`src/logic/mhq_pkg.sv`:
```
/*
 * Miss handling queue shared definitions
 * Widths, line and byte types and the LSU function encoding
 */

package mhq_pkg;

    parameter int MHQ_ADDR_WIDTH = 32;
    parameter int MHQ_DATA_WIDTH = 32;
    parameter int MHQ_LINE_BYTES = 16;

    // Derived line geometry
    parameter int MHQ_WORD_BYTES     = MHQ_DATA_WIDTH / 8;
    parameter int MHQ_LINE_WORDS     = MHQ_LINE_BYTES / MHQ_WORD_BYTES;
    parameter int MHQ_OFFSET_WIDTH   = $clog2(MHQ_LINE_BYTES);
    parameter int MHQ_WORD_IDX_WIDTH = $clog2(MHQ_LINE_WORDS);

    typedef logic [MHQ_ADDR_WIDTH-1:0]                  mhq_addr_t;
    typedef logic [MHQ_ADDR_WIDTH-MHQ_OFFSET_WIDTH-1:0] mhq_line_addr_t;
    typedef logic [MHQ_DATA_WIDTH-1:0]                  mhq_data_t;
    typedef logic [MHQ_WORD_BYTES-1:0]                  mhq_byte_sel_t;
    typedef logic [MHQ_LINE_BYTES*8-1:0]                mhq_line_t;
    typedef logic [MHQ_LINE_BYTES-1:0]                  mhq_line_mask_t;
    typedef logic [MHQ_WORD_IDX_WIDTH-1:0]              mhq_word_idx_t;

    // LSU operation as seen by the lookup port
    typedef enum logic [2:0] {
        LSU_FUNC_LB  = 3'b000,
        LSU_FUNC_LH  = 3'b001,
        LSU_FUNC_LW  = 3'b010,
        LSU_FUNC_LBU = 3'b011,
        LSU_FUNC_LHU = 3'b100,
        LSU_FUNC_SB  = 3'b101,
        LSU_FUNC_SH  = 3'b110,
        LSU_FUNC_SW  = 3'b111
    } mhq_lsu_func_t;

endpackage

```
`src/logic/mhq_lookup.sv`:
```
/*
 * MHQ lookup stage
 * Matches a missed address against open entries, decides merge, allocate
 * or reject, and registers the result for the execute stage
 */

`timescale 1ns/1ps

module mhq_lookup
    import mhq_pkg::*;
#(
    parameter  int MHQ_DEPTH = 4,
    localparam int TAG_W     = $clog2(MHQ_DEPTH)
) (
    input  logic                           clk,
    input  logic                           i_rst,

    input  logic                           i_mhq_lookup_valid,
    input  logic                           i_mhq_lookup_dc_hit,
    input  mhq_addr_t                      i_mhq_lookup_addr,
    input  mhq_lsu_func_t                  i_mhq_lookup_lsu_func,
    input  mhq_data_t                      i_mhq_lookup_data,

    input  logic [MHQ_DEPTH-1:0]           i_match_valid,
    input  mhq_line_addr_t [MHQ_DEPTH-1:0] i_entry_line_addr,
    input  logic [TAG_W:0]                 i_count,
    input  logic [TAG_W-1:0]               i_tail,

    output logic                           o_lu_en,
    output logic                           o_lu_match,
    output logic [TAG_W-1:0]               o_lu_tag,
    output mhq_line_addr_t                 o_lu_line_addr,
    output logic                           o_lu_we,
    output mhq_word_idx_t                  o_lu_offset,
    output mhq_data_t                      o_lu_wr_data,
    output mhq_byte_sel_t                  o_lu_byte_sel,
    output logic                           o_lookup_full
);

    logic                 lookup_en;
    mhq_line_addr_t       lookup_line;
    logic                 cam_hit;
    logic [TAG_W-1:0]     cam_tag;
    logic                 alloc_pending;
    logic                 bypass_hit;
    logic                 hit;
    logic                 full;
    logic [TAG_W-1:0]     next_tag;
    logic                 we;
    mhq_byte_sel_t        byte_sel;
    mhq_data_t            wr_data;

    assign lookup_en   = i_mhq_lookup_valid & ~i_mhq_lookup_dc_hit;
    assign lookup_line = i_mhq_lookup_addr[MHQ_ADDR_WIDTH-1:MHQ_OFFSET_WIDTH];

    // Only entries not yet sent to the CCU take part in the match
    always_comb begin
        cam_hit = 1'b0;
        cam_tag = '0;
        for (int i = 0; i < MHQ_DEPTH; i++) begin
            if (i_match_valid[i] && (i_entry_line_addr[i] == lookup_line)) begin
                cam_hit = 1'b1;
                cam_tag = TAG_W'(i);
            end
        end
    end

    // The registered result is written one cycle later, so a lookup to the
    // same line in the next cycle has to see it here
    assign alloc_pending = o_lu_en & ~o_lu_match;
    assign bypass_hit    = o_lu_en && (o_lu_line_addr == lookup_line) &&
                           (alloc_pending || i_match_valid[o_lu_tag]);
    assign hit           = cam_hit | bypass_hit;

    // Retirements in this cycle are not counted, so full may be early
    assign full = (i_count == (TAG_W+1)'(MHQ_DEPTH)) ||
                  ((i_count == (TAG_W+1)'(MHQ_DEPTH - 1)) && alloc_pending);

    always_comb begin
        if (bypass_hit) begin
            next_tag = o_lu_tag;
        end else if (cam_hit) begin
            next_tag = cam_tag;
        end else if (alloc_pending) begin
            next_tag = i_tail + 1'b1;
        end else begin
            next_tag = i_tail;
        end
    end

    // Store data is shifted into its byte lanes within the word
    always_comb begin
        we       = 1'b0;
        byte_sel = '0;
        wr_data  = i_mhq_lookup_data;
        case (i_mhq_lookup_lsu_func)
            LSU_FUNC_SB: begin
                we       = 1'b1;
                byte_sel = mhq_byte_sel_t'(1) << i_mhq_lookup_addr[1:0];
                wr_data  = i_mhq_lookup_data << {i_mhq_lookup_addr[1:0], 3'b000};
            end
            LSU_FUNC_SH: begin
                we       = 1'b1;
                byte_sel = mhq_byte_sel_t'(3) << {i_mhq_lookup_addr[1], 1'b0};
                wr_data  = i_mhq_lookup_data << {i_mhq_lookup_addr[1], 4'b0000};
            end
            LSU_FUNC_SW: begin
                we       = 1'b1;
                byte_sel = '1;
            end
            default: begin
                we       = 1'b0;
                byte_sel = '0;
            end
        endcase
    end

    always_ff @(posedge clk) begin
        if (i_rst) begin
            o_lu_en       <= 1'b0;
            o_lu_tag      <= '0;
            o_lookup_full <= 1'b0;
        end else begin
            o_lu_en <= lookup_en && (hit || !full);
            if (lookup_en) begin
                o_lu_tag      <= next_tag;
                o_lookup_full <= !hit && full;
            end
        end
    end

    always_ff @(posedge clk) begin
        if (lookup_en) begin
            o_lu_match     <= hit;
            o_lu_line_addr <= lookup_line;
            o_lu_we        <= we;
            o_lu_offset    <= i_mhq_lookup_addr[MHQ_OFFSET_WIDTH-1:2];
            o_lu_wr_data   <= wr_data;
            o_lu_byte_sel  <= byte_sel;
        end
    end

endmodule

```
`src/logic/mhq_execute.sv`:
```
/*
 * MHQ execute stage
 * Holds the queue entries, allocates at the tail, merges store bytes
 * and frees the head once its fill has gone out
 */

`timescale 1ns/1ps

module mhq_execute
    import mhq_pkg::*;
#(
    parameter  int MHQ_DEPTH = 4,
    localparam int TAG_W     = $clog2(MHQ_DEPTH)
) (
    input  logic                           clk,
    input  logic                           i_rst,

    input  logic                           i_lu_en,
    input  logic                           i_lu_match,
    input  logic [TAG_W-1:0]               i_lu_tag,
    input  mhq_line_addr_t                 i_lu_line_addr,
    input  logic                           i_lu_we,
    input  mhq_word_idx_t                  i_lu_offset,
    input  mhq_data_t                      i_lu_wr_data,
    input  mhq_byte_sel_t                  i_lu_byte_sel,

    input  logic                           i_issue,
    input  logic                           i_retire,

    output logic [MHQ_DEPTH-1:0]           o_match_valid,
    output mhq_line_addr_t [MHQ_DEPTH-1:0] o_entry_line_addr,
    output logic [TAG_W:0]                 o_count,
    output logic [TAG_W-1:0]               o_tail,

    output logic                           o_head_valid,
    output logic [TAG_W-1:0]               o_head_tag,
    output mhq_line_addr_t                 o_head_line_addr,
    output mhq_line_t                      o_head_data,
    output mhq_line_mask_t                 o_head_mask
);

    logic [MHQ_DEPTH-1:0]           entry_valid;
    logic [MHQ_DEPTH-1:0]           entry_issued;
    mhq_line_addr_t [MHQ_DEPTH-1:0] entry_addr;
    mhq_line_t                      entry_data [MHQ_DEPTH];
    mhq_line_mask_t                 entry_mask [MHQ_DEPTH];

    logic [TAG_W-1:0]               head;
    logic [TAG_W-1:0]               tail;
    logic [TAG_W:0]                 count;

    logic                           alloc;
    mhq_line_t                      wr_line;
    mhq_line_mask_t                 wr_mask;

    assign alloc = i_lu_en & ~i_lu_match;

    // The store word is copied to every word slot and the mask picks the right one
    assign wr_line = {MHQ_LINE_WORDS{i_lu_wr_data}};
    assign wr_mask = i_lu_we ?
                     (mhq_line_mask_t'(i_lu_byte_sel) << {i_lu_offset, 2'b00}) : '0;

    always_ff @(posedge clk) begin
        if (i_rst) begin
            entry_valid  <= '0;
            entry_issued <= '0;
            head         <= '0;
            tail         <= '0;
            count        <= '0;
        end else begin
            if (alloc) begin
                entry_valid[i_lu_tag]  <= 1'b1;
                entry_issued[i_lu_tag] <= 1'b0;
                tail                   <= tail + 1'b1;
            end

            if (i_issue) begin
                entry_issued[head] <= 1'b1;
            end

            if (i_retire) begin
                entry_valid[head] <= 1'b0;
                head              <= head + 1'b1;
            end

            count <= count + (TAG_W+1)'(alloc) - (TAG_W+1)'(i_retire);
        end
    end

    // A fresh entry starts with only the bytes of its own store marked
    always_ff @(posedge clk) begin
        if (i_lu_en) begin
            if (alloc) begin
                entry_addr[i_lu_tag] <= i_lu_line_addr;
                entry_mask[i_lu_tag] <= wr_mask;
            end else begin
                entry_mask[i_lu_tag] <= entry_mask[i_lu_tag] | wr_mask;
            end

            for (int b = 0; b < MHQ_LINE_BYTES; b++) begin
                if (wr_mask[b]) begin
                    entry_data[i_lu_tag][b*8 +: 8] <= wr_line[b*8 +: 8];
                end
            end
        end
    end

    assign o_match_valid     = entry_valid & ~entry_issued;
    assign o_entry_line_addr = entry_addr;
    assign o_count           = count;
    assign o_tail            = tail;

    // The head stays valid while in flight so the fill can read its bytes
    assign o_head_valid     = entry_valid[head];
    assign o_head_tag       = head;
    assign o_head_line_addr = entry_addr[head];
    assign o_head_data      = entry_data[head];
    assign o_head_mask      = entry_mask[head];

endmodule

```
`src/logic/mhq_fill.sv`:
```
/*
 * MHQ fill stage
 * Requests the head line from the CCU and merges the returned line
 * with the stored bytes onto the fill port
 */

`timescale 1ns/1ps

module mhq_fill
    import mhq_pkg::*;
#(
    parameter  int MHQ_DEPTH = 4,
    localparam int TAG_W     = $clog2(MHQ_DEPTH)
) (
    input  logic               clk,
    input  logic               i_rst,

    input  logic               i_head_valid,
    input  logic [TAG_W-1:0]   i_head_tag,
    input  mhq_line_addr_t     i_head_line_addr,
    input  mhq_line_t          i_head_data,
    input  mhq_line_mask_t     i_head_mask,

    input  logic               i_ccu_done,
    input  mhq_line_t          i_ccu_data,

    output logic               o_issue,
    output logic               o_retire,
    output logic               o_ccu_en,
    output mhq_addr_t          o_ccu_addr,

    output logic               o_fill_en,
    output logic [TAG_W-1:0]   o_fill_tag,
    output logic               o_fill_dirty,
    output mhq_addr_t          o_fill_addr,
    output mhq_line_t          o_fill_data
);

    typedef enum logic {
        FILL_IDLE,
        FILL_WAIT
    } fill_state_t;

    fill_state_t state;
    mhq_line_t   merged_line;

    // One request is open at a time, always for the head entry
    assign o_issue  = (state == FILL_IDLE) & i_head_valid;
    assign o_retire = (state == FILL_WAIT) & i_ccu_done;
    assign o_ccu_en = (state == FILL_WAIT);

    // Store bytes win over memory bytes
    always_comb begin
        for (int b = 0; b < MHQ_LINE_BYTES; b++) begin
            merged_line[b*8 +: 8] = i_head_mask[b] ? i_head_data[b*8 +: 8] :
                                                     i_ccu_data[b*8 +: 8];
        end
    end

    always_ff @(posedge clk) begin
        if (i_rst) begin
            state     <= FILL_IDLE;
            o_fill_en <= 1'b0;
        end else begin
            o_fill_en <= o_retire;
            case (state)
                FILL_IDLE: if (i_head_valid) state <= FILL_WAIT;
                FILL_WAIT: if (i_ccu_done) state <= FILL_IDLE;
                default:   state <= FILL_IDLE;
            endcase
        end
    end

    always_ff @(posedge clk) begin
        if (o_issue) begin
            o_ccu_addr <= {i_head_line_addr, {MHQ_OFFSET_WIDTH{1'b0}}};
        end

        if (o_retire) begin
            o_fill_tag   <= i_head_tag;
            o_fill_dirty <= |i_head_mask;
            o_fill_addr  <= {i_head_line_addr, {MHQ_OFFSET_WIDTH{1'b0}}};
            o_fill_data  <= merged_line;
        end
    end

endmodule

```
`src/logic/mhq.sv`:
```
/*
 * Miss handling queue
 * Tracks data cache line misses, merges loads and stores to open lines
 * and returns merged lines in allocation order
 */

`timescale 1ns/1ps

module mhq
    import mhq_pkg::*;
#(
    parameter  int MHQ_DEPTH = 4,
    localparam int TAG_W     = $clog2(MHQ_DEPTH)
) (
    input  logic              clk,
    input  logic              i_rst,

    // Lookup from the LSU for a load or store that missed
    input  logic              i_mhq_lookup_valid,
    input  logic              i_mhq_lookup_dc_hit,
    input  mhq_addr_t         i_mhq_lookup_addr,
    input  mhq_lsu_func_t     i_mhq_lookup_lsu_func,
    input  mhq_data_t         i_mhq_lookup_data,
    output logic [TAG_W-1:0]  o_mhq_lookup_tag,
    output logic              o_mhq_lookup_full,

    // CCU line request
    input  logic              i_ccu_done,
    input  mhq_line_t         i_ccu_data,
    output logic              o_ccu_en,
    output mhq_addr_t         o_ccu_addr,

    // Fill of the merged line into the data cache
    output logic              o_mhq_fill_en,
    output logic [TAG_W-1:0]  o_mhq_fill_tag,
    output logic              o_mhq_fill_dirty,
    output mhq_addr_t         o_mhq_fill_addr,
    output mhq_line_t         o_mhq_fill_data
);

    logic [MHQ_DEPTH-1:0]           match_valid;
    mhq_line_addr_t [MHQ_DEPTH-1:0] entry_line_addr;
    logic [TAG_W:0]                 count;
    logic [TAG_W-1:0]               tail;

    logic                           lu_en;
    logic                           lu_match;
    logic [TAG_W-1:0]               lu_tag;
    mhq_line_addr_t                 lu_line_addr;
    logic                           lu_we;
    mhq_word_idx_t                  lu_offset;
    mhq_data_t                      lu_wr_data;
    mhq_byte_sel_t                  lu_byte_sel;

    logic                           head_valid;
    logic [TAG_W-1:0]               head_tag;
    mhq_line_addr_t                 head_line_addr;
    mhq_line_t                      head_data;
    mhq_line_mask_t                 head_mask;
    logic                           issue;
    logic                           retire;

    // The registered lookup tag is what the LSU sees
    assign o_mhq_lookup_tag = lu_tag;

    mhq_lookup #(
        .MHQ_DEPTH(MHQ_DEPTH)
    ) mhq_lookup_inst (
        .clk(clk),
        .i_rst(i_rst),
        .i_mhq_lookup_valid(i_mhq_lookup_valid),
        .i_mhq_lookup_dc_hit(i_mhq_lookup_dc_hit),
        .i_mhq_lookup_addr(i_mhq_lookup_addr),
        .i_mhq_lookup_lsu_func(i_mhq_lookup_lsu_func),
        .i_mhq_lookup_data(i_mhq_lookup_data),
        .i_match_valid(match_valid),
        .i_entry_line_addr(entry_line_addr),
        .i_count(count),
        .i_tail(tail),
        .o_lu_en(lu_en),
        .o_lu_match(lu_match),
        .o_lu_tag(lu_tag),
        .o_lu_line_addr(lu_line_addr),
        .o_lu_we(lu_we),
        .o_lu_offset(lu_offset),
        .o_lu_wr_data(lu_wr_data),
        .o_lu_byte_sel(lu_byte_sel),
        .o_lookup_full(o_mhq_lookup_full)
    );

    mhq_execute #(
        .MHQ_DEPTH(MHQ_DEPTH)
    ) mhq_execute_inst (
        .clk(clk),
        .i_rst(i_rst),
        .i_lu_en(lu_en),
        .i_lu_match(lu_match),
        .i_lu_tag(lu_tag),
        .i_lu_line_addr(lu_line_addr),
        .i_lu_we(lu_we),
        .i_lu_offset(lu_offset),
        .i_lu_wr_data(lu_wr_data),
        .i_lu_byte_sel(lu_byte_sel),
        .i_issue(issue),
        .i_retire(retire),
        .o_match_valid(match_valid),
        .o_entry_line_addr(entry_line_addr),
        .o_count(count),
        .o_tail(tail),
        .o_head_valid(head_valid),
        .o_head_tag(head_tag),
        .o_head_line_addr(head_line_addr),
        .o_head_data(head_data),
        .o_head_mask(head_mask)
    );

    mhq_fill #(
        .MHQ_DEPTH(MHQ_DEPTH)
    ) mhq_fill_inst (
        .clk(clk),
        .i_rst(i_rst),
        .i_head_valid(head_valid),
        .i_head_tag(head_tag),
        .i_head_line_addr(head_line_addr),
        .i_head_data(head_data),
        .i_head_mask(head_mask),
        .i_ccu_done(i_ccu_done),
        .i_ccu_data(i_ccu_data),
        .o_issue(issue),
        .o_retire(retire),
        .o_ccu_en(o_ccu_en),
        .o_ccu_addr(o_ccu_addr),
        .o_fill_en(o_mhq_fill_en),
        .o_fill_tag(o_mhq_fill_tag),
        .o_fill_dirty(o_mhq_fill_dirty),
        .o_fill_addr(o_mhq_fill_addr),
        .o_fill_data(o_mhq_fill_data)
    );

endmodule

```
`config.mk`:
```
export PLATFORM = sky130hd
export DESIGN_NAME = mhq
export DESIGN_NICKNAME = d
export VERILOG_FILES = /design/src/logic/mhq_pkg.sv /design/src/logic/mhq_lookup.sv /design/src/logic/mhq_execute.sv /design/src/logic/mhq_fill.sv /design/src/logic/mhq.sv
export SDC_FILE = /design/constraint.sdc
export NUM_CORES = 1
export LEC_CHECK = 0
export ABC_AREA = 0
export BUFFER_PORTS_ARGS = -buffer_cell sky130_fd_sc_hd__buf_2
export CORE_MARGIN = 5
export CORE_UTILIZATION = 46
export CTS_CLUSTER_DIAMETER = 100
export DETAILED_ROUTE_END_ITERATION = 12
export PLACE_DENSITY = 0.76
export REMOVE_ABC_BUFFERS = 1
export SYNTH_ARGS = -nofsm -noshare
export SYNTH_HDL_FRONTEND = slang
export SYNTH_SLANG_ARGS = --single-unit
```
`constraint.sdc`:
```
create_clock -name clk -period 10.9 [get_ports clk]
set_clock_uncertainty 0.1 [all_clocks]
set_input_delay 1.09 -clock clk [delete_from_list [all_inputs] [get_ports clk]]
set_output_delay 1.09 -clock clk [all_outputs]
set_load 0.02 [all_outputs]
```
==> results_dict.tcl <==
set metrics [dict create \
    outcome "finished, final reports clean" \
    final_area_sq_um 45100 \
    cts_resized 0 \
    wirelength_mm 96.7 \
    rows 106 \
    min_period_over_period_pct 35.9 \
    gp_congestion 0.897 \
    slew_viol_final 0 \
    clock_path_buffers 3 \
    firstDrtPassIters 5 \
    max_freq_ghz 0.255 \
    cts-root-buf "clkbuf_16" \
    antenna_found_initial 11 \
    synth_edf_count 943 \
    reg2reg_setup_slack_ns 6.98 \
    grt_pass1_vias 21100 \
    min_to "mhq_execute_inst.entry_issued[1]$_SDFF_PP0_" \
    ys_seq_area_share_pct 74.4 \
    clk_pin_slew_ns 0.06 \
    place_area_sq_um 41700 \
    h-tree-depth 3 \
    cp-start-kind "flop" \
    synthArstFlopShare_pct 0 \
    io_buffers 391 \
    hold_viol_final 0 \
    routedWlPerCell_um 27.3 \
    drt.antenna.violating_nets 0 \
    power.density_nw_per_um2 177 \
    grt_setup_unrepaired "no" \
    cp_max_fo 53 \
    max_cap_viol_count 0 \
    tightest_slew_ns 1.21 \
    cp.required_ns 11.17 \
    r2r_end "mhq_fill_inst.o_fill_dirty$_DFFE_PP_" \
    initialDrtViolationCount 2059 \
    cts.sinks 968 \
    synth_ff_type "edfxtp_1" \
    cts_hold_buf 0 \
    die_h_um 300 \
    syn_area_sq_um 38700 \
    post_cts_buffers 0 \
    post-route-drc-count 0 \
    min_path_type "flop to flop" \
    reg2reg_depth 4 \
    layout_min_cycle_time_ns 3.92 \
    io_pins 400 \
    leakage_nw 14.7 \
    start_util_pct 46.3 \
    crit_path_end_kind "flop" \
    crit_arrival_ns 4.19 \
    area.growth.synth_to_final_pct 16.5 \
    grt_pass1_wl_mm 141 \
    cts_tree "built" \
    core_sq_um 83600 \
    hpwl_mm 65.4 \
    die-area_sq_um 90100 \
    overflow 0 \
    cts_made_buffers 97 \
    synth-seq-cells 968 \
    peakVddDrop_v 0.000124 \
    n_fill_cell 6276 \
    vias 20400 \
    grtUsageTotal_pct 21.1 \
    critical_path_class "flop to flop" \
    die_x_um 300 \
    relSlewSlack_pct 19.4 \
    vias_per_cell 5.77 \
    yosysWarningCount 0 \
    tns_ns 0 \
    clk_latency_ns 0.69 \
    syn_inst 1981 \
    final_nets 2584 \
    setup_viol 0 \
    final_layout_size_suffix_gt1_share_pct 33.3 \
    whs_path_depth 2 \
    grt_max_degree 77 \
    synth_cell_type_count 59 \
    synth.avg_cell_area_sq_um 19.5 \
    min_from "mhq_execute_inst.entry_issued[1]$_SDFF_PP0_" \
]
## sequential cells by signal (all words and copies together), names as in the netlist, 3 cells and up, named ones only
| register | cells |
|---|---|
| mhq_lookup_inst.o_lu_wr_data | 32 |
| mhq_execute_inst.entry_mask | 64 |
| mhq_lookup_inst.o_lu_line_addr | 28 |
| mhq_fill_inst.o_ccu_addr | 28 |
| mhq_fill_inst.o_fill_addr | 28 |
| mhq_fill_inst.o_fill_data | 128 |
| mhq_execute_inst.entry_issued | 4 |
| mhq_execute_inst.entry_valid | 4 |
| mhq_execute_inst.o_entry_line_addr | 112 |
| mhq_lookup_inst.o_lu_byte_sel | 4 |
| mhq_execute_inst.entry_data | 512 |
| mhq_execute_inst.o_count | 3 |
## per-stage QoR
step	std cells	hold slack (ns)	utilization (%)	worst slack (ns)	total power, W
final	3544	0.378	54.0	6.98	0.00798
after global placement	3358	0.360	49.9	6.81	0.00459
after global routing	3540	0.405	54.0	6.60	0.00823
after floorplan	1870	0.338	-	3.38	0.00443
after detailed placement	3358	0.368	49.9	6.82	0.00460
after CTS	3540	0.379	54.0	6.82	0.00803
## cells by family (layout without fill, tap and decap cells)
family | Yosys count | count (layout) | synth area share [%]
flip-flops | 968 | 968 | 74.4
multiplexers | 327 | 327 | 15.0
AND/OR/NAND/NOR | 310 | 310 | 4.11
XOR/XNOR | 145 | 145 | 3.30
buffers and inverters | 134 | 606 | 1.47
AO/OA/AOI/OAI | 89 | 89 | 1.44
adder cells (fa/ha/maj) | 7 | 7 | 0.246
other | 1 | 12 | 0.00968
## critical path, stage by stage, from the launching register on
cell and delay [ns]:
dfxtp_4 1.10, buf_4 0.89, mux4_2 0.79, nor4_1 0.54
nand4_1 0.18
## layout by cell type, fill, tap and decap left out, drive strengths merged, types with 5 or more instances in the layout
cell	instances
a21oi	18
a22oi	16
and2	10
buf	408
bufinv	13
clkbuf	109
clkinv	47
clkinvlp	11
conb	8
dfxtp	25
edfxtp	943
ha	6
inv	18
mux2	128
mux2i	9
mux4	190
nand2	52
nand2b	12
nand3	39
nand4	37
nand4b	5
nor2	94
nor2b	10
nor4	30
o21ai	28
o22ai	7
xnor2	98
xor2	47
## report_power, final
| part | leakage, nW | internal, W | switching, W | total [W] |
|---|---|---|---|---|
| combinational | 4.32 | 0.000121 | 0.000190 | 0.000311 |
| sequential | 8.72 | 0.00414 | 0.0000728 | 0.00422 |
| clock | 1.61 | 0.00198 | 0.00147 | 0.00345 |
| total | 14.7 | 0.00625 | 0.00173 | 0.00798 |
## worst max-delay path by stage
| stage | to | from | slack [ns] |
|---|---|---|---|
| 6_report | mhq_fill_inst.o_fill_dirty$_DFFE_PP_ | flop | 6.98 |
| 5_1_grt | mhq_fill_inst.o_fill_dirty$_DFFE_PP_ | flop | 6.60 |
| 2_1_floorplan | mhq_fill_inst.o_fill_data[16]$_DFFE_PP_ | flop | 3.38 |
| 3_3_place_gp | mhq_fill_inst.o_fill_dirty$_DFFE_PP_ | flop | 6.81 |
| 4_1_cts | mhq_fill_inst.o_fill_dirty$_DFFE_PP_ | flop | 6.82 |
| 3_5_place_dp | mhq_fill_inst.o_fill_dirty$_DFFE_PP_ | flop | 6.82 |
## final cells by class
| class | count | area (sq um) | area share [%] |
|---|---|---|---|
| sequential | 968 | 28800 | 63.9 |
| inverter | 16 | 60.1 | 0.133 |
| clock buffer | 109 | 2490 | 5.53 |
| multi-input combinational | 886 | 9400 | 20.8 |
| timing repair buffer | 408 | 2080 | 4.62 |
| clock inverter | 73 | 876 | 1.94 |
| antenna | 4 | 10.0 | 0.0222 |
| tap | 1080 | 1350 | 3.00 |
## per-layer routing
| layer | wire, um | vias up | GRT usage (%) |
|---|---|---|---|
| li1 | - | 8741 | - |
| met1 | 36600 | 10600 | 28.3 |
| met2 | 49700 | 953 | 36.3 |
| met3 | 8530 | 143 | 3.94 |
| met4 | 1780 | 8 | 4.81 |
| met5 | 69 | - | 0 |
## cell usage after synthesis, types with 13 or more instances
| cell type | number | area share (%) |
|---|---|---|
| a21oi_1 | 17 | 0.22 |
| a22oi_1 | 16 | 0.31 |
| buf_1 | 13 | 0.13 |
| buf_2 | 17 | 0.22 |
| clkbuf_1 | 78 | 0.76 |
| dfxtp_1 | 25 | 1.3 |
| edfxtp_1 | 943 | 73 |
| mux2_1 | 86 | 2.5 |
| mux2_2 | 42 | 1.2 |
| mux4_2 | 190 | 11 |
| nand2_1 | 52 | 0.50 |
| nand3_1 | 39 | 0.50 |
| nand4_1 | 37 | 0.60 |
| nor2_1 | 94 | 0.91 |
| nor4_1 | 28 | 0.45 |
| o21ai_0 | 16 | 0.21 |
| xnor2_1 | 98 | 2.2 |
| xor2_1 | 46 | 1.0 |
No activity file was read; power rests on OpenSTA's default activity.
